<file path="src/logic/decode_pkg.sv">
package decode_pkg;

    // window geometry
    localparam int window_bytes = 16;

    typedef logic [7:0] byte_t;

    // field length in bytes, 0 to 4
    typedef logic [2:0] field_len_t;

    // instruction length or byte position within the window
    typedef logic [3:0] instr_len_t;

    typedef logic [2:0] seg_id_t;

    // segment register ids
    localparam seg_id_t seg_es = 3'd0;
    localparam seg_id_t seg_cs = 3'd1;
    localparam seg_id_t seg_ss = 3'd2;
    localparam seg_id_t seg_ds = 3'd3;
    localparam seg_id_t seg_fs = 3'd4;
    localparam seg_id_t seg_gs = 3'd5;

    // operand size and repeat prefixes
    localparam byte_t pfx_opsize = 8'h66;
    localparam byte_t pfx_repne = 8'hF2;
    localparam byte_t pfx_rep = 8'hF3;

    // segment override prefixes
    localparam byte_t pfx_es = 8'h26;
    localparam byte_t pfx_cs = 8'h2E;
    localparam byte_t pfx_ss = 8'h36;
    localparam byte_t pfx_ds = 8'h3E;
    localparam byte_t pfx_fs = 8'h64;
    localparam byte_t pfx_gs = 8'h65;

    // two-byte opcode escape
    localparam byte_t op_escape = 8'h0F;

endpackage

</file>
<file path="src/logic/decode_if.sv">
// located prefix and opcode bytes
interface opcode_if;
    logic [15:0] opcode;
    logic opcode_size;
    logic [1:0] prefix_count;
    logic operand_override;
    logic repeat_prefix;
    logic segment_override;
    decode_pkg::seg_id_t seg_id;
    decode_pkg::byte_t modrm_byte;
    decode_pkg::byte_t sib_byte;

    modport src (
        output opcode, opcode_size, prefix_count, operand_override, repeat_prefix,
        output segment_override, seg_id, modrm_byte, sib_byte
    );
    modport dst (
        input opcode, opcode_size, prefix_count, operand_override, repeat_prefix,
        input segment_override, seg_id, modrm_byte, sib_byte
    );
endinterface

// modrm, sib and displacement presence
interface addr_if;
    logic modrm_present;
    logic sib_present;
    logic disp_present;
    decode_pkg::field_len_t disp_len;

    modport src (output modrm_present, sib_present, disp_present, disp_len);
    modport dst (input modrm_present, sib_present, disp_present, disp_len);
endinterface

// immediate and relative offset presence
interface imm_if;
    logic imm_present;
    decode_pkg::field_len_t imm_len;
    logic offset_present;
    decode_pkg::field_len_t offset_len;

    modport src (output imm_present, imm_len, offset_present, offset_len);
    modport dst (input imm_present, imm_len, offset_present, offset_len);
endinterface

</file>
<file path="src/logic/opcode_locator.sv">
module opcode_locator #(
    parameter int prefix_slots = 3
) (
    input logic [8*decode_pkg::window_bytes-1:0] ir,
    opcode_if.src opc
);

    decode_pkg::byte_t win [decode_pkg::window_bytes];

    logic in_run;
    logic [2:0] run_len;
    logic op_ovr;
    logic rep;
    logic seg_ovr;
    decode_pkg::seg_id_t seg;

    logic [3:0] op_pos;
    logic [3:0] modrm_pos;
    decode_pkg::byte_t first_byte;
    logic escape;

    function automatic logic is_segment(input decode_pkg::byte_t b);
        return b inside {decode_pkg::pfx_es, decode_pkg::pfx_cs, decode_pkg::pfx_ss,
                         decode_pkg::pfx_ds, decode_pkg::pfx_fs, decode_pkg::pfx_gs};
    endfunction

    function automatic logic is_prefix(input decode_pkg::byte_t b);
        return is_segment(b)
            || b inside {decode_pkg::pfx_opsize, decode_pkg::pfx_repne, decode_pkg::pfx_rep};
    endfunction

    function automatic decode_pkg::seg_id_t seg_of(input decode_pkg::byte_t b);
        case (b)
            decode_pkg::pfx_cs: return decode_pkg::seg_cs;
            decode_pkg::pfx_ss: return decode_pkg::seg_ss;
            decode_pkg::pfx_ds: return decode_pkg::seg_ds;
            decode_pkg::pfx_fs: return decode_pkg::seg_fs;
            decode_pkg::pfx_gs: return decode_pkg::seg_gs;
            default: return decode_pkg::seg_es;
        endcase
    endfunction

    // byte 0 sits in the top of ir
    for (genvar i = 0; i < decode_pkg::window_bytes; i++) begin : g_unpack
        assign win[i] = ir[8*(decode_pkg::window_bytes-1-i) +: 8];
    end

    // leading prefix run, later segment prefixes override earlier ones
    always_comb begin
        in_run = 1'b1;
        run_len = '0;
        op_ovr = 1'b0;
        rep = 1'b0;
        seg_ovr = 1'b0;
        seg = '0;
        for (int i = 0; i < prefix_slots; i++) begin
            if (in_run && is_prefix(win[i])) begin
                run_len = run_len + 3'd1;
                if (win[i] == decode_pkg::pfx_opsize) begin
                    op_ovr = 1'b1;
                end
                if (win[i] == decode_pkg::pfx_rep || win[i] == decode_pkg::pfx_repne) begin
                    rep = 1'b1;
                end
                if (is_segment(win[i])) begin
                    seg_ovr = 1'b1;
                    seg = seg_of(win[i]);
                end
            end else begin
                in_run = 1'b0;
            end
        end
    end

    assign op_pos = {1'b0, run_len};
    assign first_byte = win[op_pos];
    assign escape = (first_byte == decode_pkg::op_escape);
    assign modrm_pos = op_pos + (escape ? 4'd2 : 4'd1);

    assign opc.opcode = escape ? {first_byte, win[op_pos + 4'd1]} : {8'h00, first_byte};
    assign opc.opcode_size = escape;
    assign opc.prefix_count = run_len[1:0];
    assign opc.operand_override = op_ovr;
    assign opc.repeat_prefix = rep;
    assign opc.segment_override = seg_ovr;
    assign opc.seg_id = seg;
    assign opc.modrm_byte = win[modrm_pos];
    assign opc.sib_byte = win[modrm_pos + 4'd1];

endmodule

</file>
<file path="src/logic/addressing_decoder.sv">
module addressing_decoder (
    opcode_if.dst opc,
    addr_if.src addr
);

    decode_pkg::byte_t op;
    logic has_modrm;
    logic [1:0] mod_bits;
    logic [2:0] rm_bits;
    logic [2:0] sib_base;
    logic has_sib;
    decode_pkg::field_len_t disp;

    assign op = opc.opcode[7:0];
    assign mod_bits = opc.modrm_byte[7:6];
    assign rm_bits = opc.modrm_byte[2:0];
    assign sib_base = opc.sib_byte[2:0];

    always_comb begin
        if (opc.opcode_size) begin
            has_modrm = op inside {8'hAF, 8'hB6, 8'hB7};
        end else begin
            // alu group r/m forms, then the listed one-byte opcodes
            has_modrm = (op <= 8'h3F && op[2:0] < 3'd4)
                     || (op inside {[8'h80:8'h8B], 8'hC6, 8'hC7, 8'hF6, 8'hF7, 8'hFF});
        end
    end

    assign has_sib = has_modrm && mod_bits != 2'd3 && rm_bits == 3'd4;

    // 32-bit addressing displacement sizes
    always_comb begin
        disp = 3'd0;
        if (has_modrm) begin
            case (mod_bits)
                2'd0: begin
                    if (rm_bits == 3'd5 || (has_sib && sib_base == 3'd5)) begin
                        disp = 3'd4;
                    end
                end
                2'd1: disp = 3'd1;
                2'd2: disp = 3'd4;
                default: disp = 3'd0;
            endcase
        end
    end

    assign addr.modrm_present = has_modrm;
    assign addr.sib_present = has_sib;
    assign addr.disp_present = (disp != 3'd0);
    assign addr.disp_len = disp;

endmodule

</file>
<file path="src/logic/immediate_decoder.sv">
module immediate_decoder (
    opcode_if.dst opc,
    imm_if.src imm
);

    decode_pkg::byte_t op;
    decode_pkg::field_len_t z_len;
    decode_pkg::field_len_t imm_sz;
    decode_pkg::field_len_t off_sz;

    assign op = opc.opcode[7:0];

    // z operand is word sized under 0x66
    assign z_len = opc.operand_override ? 3'd2 : 3'd4;

    always_comb begin
        imm_sz = 3'd0;
        off_sz = 3'd0;
        if (opc.opcode_size) begin
            // jcc rel16/32
            if (op[7:4] == 4'h8) begin
                off_sz = z_len;
            end
        end else if (op <= 8'h3F && op[2:0] == 3'd4) begin
            imm_sz = 3'd1;
        end else if (op <= 8'h3F && op[2:0] == 3'd5) begin
            imm_sz = z_len;
        end else begin
            case (op) inside
                [8'hB0:8'hB7], 8'h80, 8'h83, 8'hC6, 8'h6A: begin
                    imm_sz = 3'd1;
                end
                [8'hB8:8'hBF], 8'h81, 8'hC7, 8'h68: begin
                    imm_sz = z_len;
                end
                // short jumps
                [8'h70:8'h7F], 8'hEB: begin
                    off_sz = 3'd1;
                end
                // near call and jmp
                8'hE8, 8'hE9: begin
                    off_sz = z_len;
                end
                default: begin
                    imm_sz = 3'd0;
                    off_sz = 3'd0;
                end
            endcase
        end
    end

    assign imm.imm_present = (imm_sz != 3'd0);
    assign imm.imm_len = imm_sz;
    assign imm.offset_present = (off_sz != 3'd0);
    assign imm.offset_len = off_sz;

endmodule

</file>
<file path="src/logic/length_combiner.sv">
module length_combiner (
    input logic clk,
    input logic rst_n,
    input logic instr_valid,
    input logic [31:0] eip,
    input logic [15:0] cs,
    input logic [8*decode_pkg::window_bytes-1:0] ir,
    opcode_if.dst opc,
    addr_if.dst addr,
    imm_if.dst imm,
    output logic decode_valid,
    output logic [31:0] eip_out,
    output logic [15:0] cs_out,
    output logic [8*decode_pkg::window_bytes-1:0] ir_out,
    output logic [15:0] opcode,
    output logic opcode_size,
    output logic [1:0] prefix_count,
    output logic operand_override,
    output logic repeat_prefix,
    output logic segment_override,
    output decode_pkg::seg_id_t seg_id,
    output decode_pkg::byte_t modrm,
    output decode_pkg::byte_t sib,
    output logic modrm_present,
    output logic sib_present,
    output logic disp_present,
    output decode_pkg::field_len_t disp_len,
    output logic imm_present,
    output decode_pkg::field_len_t imm_len,
    output logic offset_present,
    output decode_pkg::field_len_t offset_len,
    output decode_pkg::instr_len_t disp_sel,
    output decode_pkg::instr_len_t imm_sel,
    output decode_pkg::instr_len_t instr_length
);

    decode_pkg::instr_len_t opc_len;
    decode_pkg::instr_len_t next_disp_sel;
    decode_pkg::instr_len_t next_imm_sel;
    decode_pkg::instr_len_t next_length;

    assign opc_len = opc.opcode_size ? 4'd2 : 4'd1;

    // prefixes, opcode, then modrm and sib ahead of the displacement
    assign next_disp_sel = {2'b00, opc.prefix_count} + opc_len
                         + {3'b000, addr.modrm_present} + {3'b000, addr.sib_present};
    assign next_imm_sel = next_disp_sel + {1'b0, addr.disp_len};

    // immediate and offset never both present, they share imm_sel
    assign next_length = next_imm_sel + {1'b0, imm.imm_len} + {1'b0, imm.offset_len};

    always_ff @(posedge clk) begin
        if (!rst_n) begin
            decode_valid <= 1'b0;
            eip_out <= '0;
            cs_out <= '0;
            ir_out <= '0;
            opcode <= '0;
            opcode_size <= 1'b0;
            prefix_count <= '0;
            operand_override <= 1'b0;
            repeat_prefix <= 1'b0;
            segment_override <= 1'b0;
            seg_id <= '0;
            modrm <= '0;
            sib <= '0;
            modrm_present <= 1'b0;
            sib_present <= 1'b0;
            disp_present <= 1'b0;
            disp_len <= '0;
            imm_present <= 1'b0;
            imm_len <= '0;
            offset_present <= 1'b0;
            offset_len <= '0;
            disp_sel <= '0;
            imm_sel <= '0;
            instr_length <= '0;
        end else begin
            decode_valid <= instr_valid;
            eip_out <= eip;
            cs_out <= cs;
            ir_out <= ir;
            opcode <= opc.opcode;
            opcode_size <= opc.opcode_size;
            prefix_count <= opc.prefix_count;
            operand_override <= opc.operand_override;
            repeat_prefix <= opc.repeat_prefix;
            segment_override <= opc.segment_override;
            seg_id <= opc.seg_id;
            modrm <= addr.modrm_present ? opc.modrm_byte : 8'h00;
            sib <= addr.sib_present ? opc.sib_byte : 8'h00;
            modrm_present <= addr.modrm_present;
            sib_present <= addr.sib_present;
            disp_present <= addr.disp_present;
            disp_len <= addr.disp_len;
            imm_present <= imm.imm_present;
            imm_len <= imm.imm_len;
            offset_present <= imm.offset_present;
            offset_len <= imm.offset_len;
            disp_sel <= next_disp_sel;
            imm_sel <= next_imm_sel;
            instr_length <= next_length;
        end
    end

endmodule

</file>
<file path="src/logic/decode_stage1.sv">
module decode_stage1 #(
    parameter int prefix_slots = 3
) (
    input logic clk,
    input logic rst_n,
    input logic instr_valid,
    input logic [8*decode_pkg::window_bytes-1:0] ir,
    input logic [31:0] eip,
    input logic [15:0] cs,
    output logic decode_valid,
    output logic [31:0] eip_out,
    output logic [15:0] cs_out,
    output logic [8*decode_pkg::window_bytes-1:0] ir_out,
    output logic [15:0] opcode,
    output logic opcode_size,
    output logic [1:0] prefix_count,
    output logic operand_override,
    output logic repeat_prefix,
    output logic segment_override,
    output decode_pkg::seg_id_t seg_id,
    output decode_pkg::byte_t modrm,
    output decode_pkg::byte_t sib,
    output logic modrm_present,
    output logic sib_present,
    output logic disp_present,
    output decode_pkg::field_len_t disp_len,
    output logic imm_present,
    output decode_pkg::field_len_t imm_len,
    output logic offset_present,
    output decode_pkg::field_len_t offset_len,
    output decode_pkg::instr_len_t disp_sel,
    output decode_pkg::instr_len_t imm_sel,
    output decode_pkg::instr_len_t instr_length
);

    opcode_if opc_bus ();
    addr_if addr_bus ();
    imm_if imm_bus ();

    opcode_locator #(
        .prefix_slots(prefix_slots)
    ) opcode_locator_i (
        .ir(ir),
        .opc(opc_bus.src)
    );

    // both decoders work off the same located opcode
    addressing_decoder addressing_decoder_i (
        .opc(opc_bus.dst),
        .addr(addr_bus.src)
    );

    immediate_decoder immediate_decoder_i (
        .opc(opc_bus.dst),
        .imm(imm_bus.src)
    );

    length_combiner length_combiner_i (
        .clk(clk),
        .rst_n(rst_n),
        .instr_valid(instr_valid),
        .eip(eip),
        .cs(cs),
        .ir(ir),
        .opc(opc_bus.dst),
        .addr(addr_bus.dst),
        .imm(imm_bus.dst),
        .decode_valid(decode_valid),
        .eip_out(eip_out),
        .cs_out(cs_out),
        .ir_out(ir_out),
        .opcode(opcode),
        .opcode_size(opcode_size),
        .prefix_count(prefix_count),
        .operand_override(operand_override),
        .repeat_prefix(repeat_prefix),
        .segment_override(segment_override),
        .seg_id(seg_id),
        .modrm(modrm),
        .sib(sib),
        .modrm_present(modrm_present),
        .sib_present(sib_present),
        .disp_present(disp_present),
        .disp_len(disp_len),
        .imm_present(imm_present),
        .imm_len(imm_len),
        .offset_present(offset_present),
        .offset_len(offset_len),
        .disp_sel(disp_sel),
        .imm_sel(imm_sel),
        .instr_length(instr_length)
    );

endmodule

</file>
<file path="config.mk">
export PLATFORM = sky130hd
export DESIGN_NAME = decode_stage1
export DESIGN_NICKNAME = d
export VERILOG_FILES = /design/src/logic/decode_pkg.sv /design/src/logic/decode_if.sv /design/src/logic/opcode_locator.sv /design/src/logic/addressing_decoder.sv /design/src/logic/immediate_decoder.sv /design/src/logic/length_combiner.sv /design/src/logic/decode_stage1.sv
export SDC_FILE = /design/constraint.sdc
export NUM_CORES = 1
export LEC_CHECK = 0
export ABC_AREA = 1
export ABC_CLOCK_PERIOD_IN_PS = 15300
export BUFFER_PORTS_ARGS = -buffer_cell sky130_fd_sc_hd__buf_2
export CAP_MARGIN = 20
export CORE_UTILIZATION = 40
export DETAILED_ROUTE_END_ITERATION = 7
export PLACE_DENSITY = 0.75
export SLEW_MARGIN = 20
export SYNTH_ARGS = -nofsm -noshare
export SYNTH_HDL_FRONTEND = slang
export SYNTH_HIERARCHICAL = 1
export SYNTH_SLANG_ARGS = --single-unit
</file>
<file path="constraint.sdc">
create_clock -name clk -period 15.3 [get_ports clk]
set_input_delay 1.53 -clock clk [delete_from_list [all_inputs] [get_ports clk]]
set_output_delay 1.53 -clock clk [all_outputs]
set_load 0.005 [all_outputs]
</file>
==> out/qor.yml <==
grt:
  grt_pass1_vias: 11007
  track_usage: 0.277
  overflow: 0
  grt_first_pass_wirelength_um: 62100
  antenna_found_initial: 1
  grt_max_degree: 116
layout:
  final_common_cell: "nand2_1"
  area_delta_synth_final_pct: 26.3
  drive_gt1_frac: 0.271
  layout.nets: 2260
  antennaDiodeCount: 0
  mostFrequentLayoutCells: "nand2_1 (439), buf_2 (421), inv_1 (336)"
  final_util: 0.520
hold_path:
  holdCritPathClass: "in -> reg"
route:
  viasPerCell: 4.93
  drtPass1Iterations: 6
  drc: 0
  wirelength_um: 42500
  wl_per_cell_um: 17.3
  antenna_left: 0
  drtIter0Drc: 1229
  via_count: 12126
synth:
  synth_edf_count: 0
  synth-main-ff-cell: "dfxtp_1"
  ys_ff_latch: 244
  synth.avg_cell_area_um2: 6.86
  yosysSeqAreaShare: 0.422
  ys_types: 45
  synth_cells: 1686
  synth_area_mm2: 0.0116
  yosys_warnings: 6
  async_flop_share: 0
place:
  dp_hpwl_um: 33100
  port_buffers: 422
  place_congestion: 0.959
worst_setup_path:
  cp-start-kind: "input port"
  critPathMaxFanout: 60
  path_class: "in -> reg"
  end_kind: "flop"
  max_stage_delay_ns: 0.67
  cpMostUsedCell: "inv_1"
  arrival_ns: 9.89
  required_ns: 15.73
  slowest_stage: "a221oi_1"
clock_network:
  cts_tree: "yes"
  post_cts_resized: 0
  htreeDepth: 1
  clock-sinks: 244
  max-clock-path-buffers: 3
  cts-buffers-inserted: 26
  root_buffer: "clkbuf_16"
  ctsHoldBuffers: 0
  clk_pin_slew_ns: 0.06
  post_cts_buffers: 0
timing:
  fin_crit_sh: 0.619
  slew_viol_final: 0
  max_freq_ghz: 0.106
  relSlewSlack: 0.312
  post-route-min-period_ns: 9.47
  setup-tns-final_ns: 0
  worstMarginPinSlew_ns: 1.03
  rsz0062_at_grt: "no"
  finalSetupViolCount: 0
  hold_viol: 0
power_and_ir_drop:
  power_frac_comb: 0.146
  switching_share: 0.266
  p_int_w: 0.00112
  p_leak_nw: 9.03
  pwr-share-clk: 0.410
  switchingPower_w: 0.000404
  ir_drop_v: 0.0000739
  p_per_area_mw_per_mm2: 104
  seq_power_share: 0.444
die:
  io_pins: 423
  coreArea_mm2: 0.0281
  rows: 61
  fp.dieW_um: 172
  die-area_mm2: 0.0296
  chipHeight_um: 172
  initial_core_util: 0.412
job:
  max-cap-violations: 0
outcome:
  outcome: "finished, final reports clean"
## cell families after synthesis
| group | count (synthesis) | share of synthesized area |
|---|---|---|
| XOR/XNOR | 2 | 0.00151 |
| AND/OR/NAND/NOR | 753 | 0.282 |
| AO/OA/AOI/OAI | 216 | 0.108 |
| other | 2 | 0.000649 |
| buffers and inverters | 451 | 0.161 |
| adder cells (fa/ha/maj) | 18 | 0.0247 |
| flip-flops | 244 | 0.422 |
## state kept, by name (all words and copies together), names as in the netlist, 2 cells and up
register                        cells
length_combiner_i/seg_id            3
length_combiner_i/cs_out           16
length_combiner_i/offset_len        3
length_combiner_i/instr_length      4
length_combiner_i/sib               8
length_combiner_i/disp_len          3
length_combiner_i/ir_out          128
length_combiner_i/imm_len           3
length_combiner_i/disp_sel          4
length_combiner_i/modrm             8
length_combiner_i/imm_sel           4
length_combiner_i/eip_out          32
length_combiner_i/prefix_count      2
length_combiner_i/opcode           16
## metal layers
layer,part of all wire,GRT usage
met5,0,0
met4,0.040,0.110
met3,0.093,0.0545
met2,0.46,0.472
met1,0.40,0.340
## power by group through the flow
| stage | Combinational, W | Sequential (W) | Clock [W] |
|---|---|---|---|
| after floorplan | 0.000110 | 0.000695 | 0 |
| after global placement | 0.000217 | 0.000689 | 0 |
| after detailed placement | 0.000218 | 0.000690 | 0 |
| after CTS | 0.000220 | 0.000676 | 0.000636 |
| after global routing | 0.000245 | 0.000679 | 0.000664 |
| final | 0.000222 | 0.000676 | 0.000624 |
## cells in the mapped netlist, types with 5 or more instances
master	count	share of area
a31oi_1	8	0.0043
ha_1	10	0.011
nand2_1	439	0.14
nand4_1	6	0.0032
a221oi_1	8	0.0061
nor2_4	6	0.0058
nand3_1	122	0.053
o21ai_0	82	0.035
inv_2	31	0.010
o22ai_1	9	0.0049
buf_4	26	0.017
o211ai_1	23	0.015
fa_1	8	0.014
nand2_2	24	0.013
a21oi_1	62	0.027
inv_1	336	0.11
nor2_1	120	0.039
buf_6	7	0.0068
nand3_2	5	0.0043
o221ai_1	9	0.0068
clkbuf_1	36	0.012
dfxtp_1	244	0.42
o21ai_1	10	0.0043
nand2_4	5	0.0049
nor2_2	13	0.0070
buf_2	10	0.0043
## critical path: cells and delay by family
family / cells / cell delay, ns
buffers and inverters: 8 / 1.63
AOI/OAI and AO/OA: 4 / 1.20
xor gates and xnor gates: 1 / 0.24
adders and majority gates: 7 / 2.46
and+or+nand+nor: 15 / 2.72
## area by class of cell
class,instances,area (um2)
inverter,369,1390
tap,378,473
clock buffer,35,734
clock inverter,10,126
fill,2772,13500
sequential,244,4880
multi-input combinational,994,4840
timing repair buffer,428,2160
## stage by stage
stage	setup slack (ns)	std cells	cell area [um2]	total power [W]	hold slack, ns
floorplan	7.57	1689	11600	0.000805	1.63
global placement	5.53	2413	13700	0.000906	1.71
detailed placement	5.46	2413	13700	0.000908	1.71
CTS	6.02	2458	14600	0.00153	1.16
global route	5.32	2458	14600	0.00159	1.17
finish	5.83	2458	14600	0.00152	1.18
## final timing paths
| path | depth (start not counted) | startpoint | end | slack [ns] |
|---|---|---|---|---|
| setup / recovery | 35 | ir[106] | length_combiner_i/instr_length[3] | 5.83 |
| hold / removal | 3 | eip[24] | length_combiner_i/eip_out[24] | 1.18 |
Note: power is estimated with default switching activity, not from simulation.
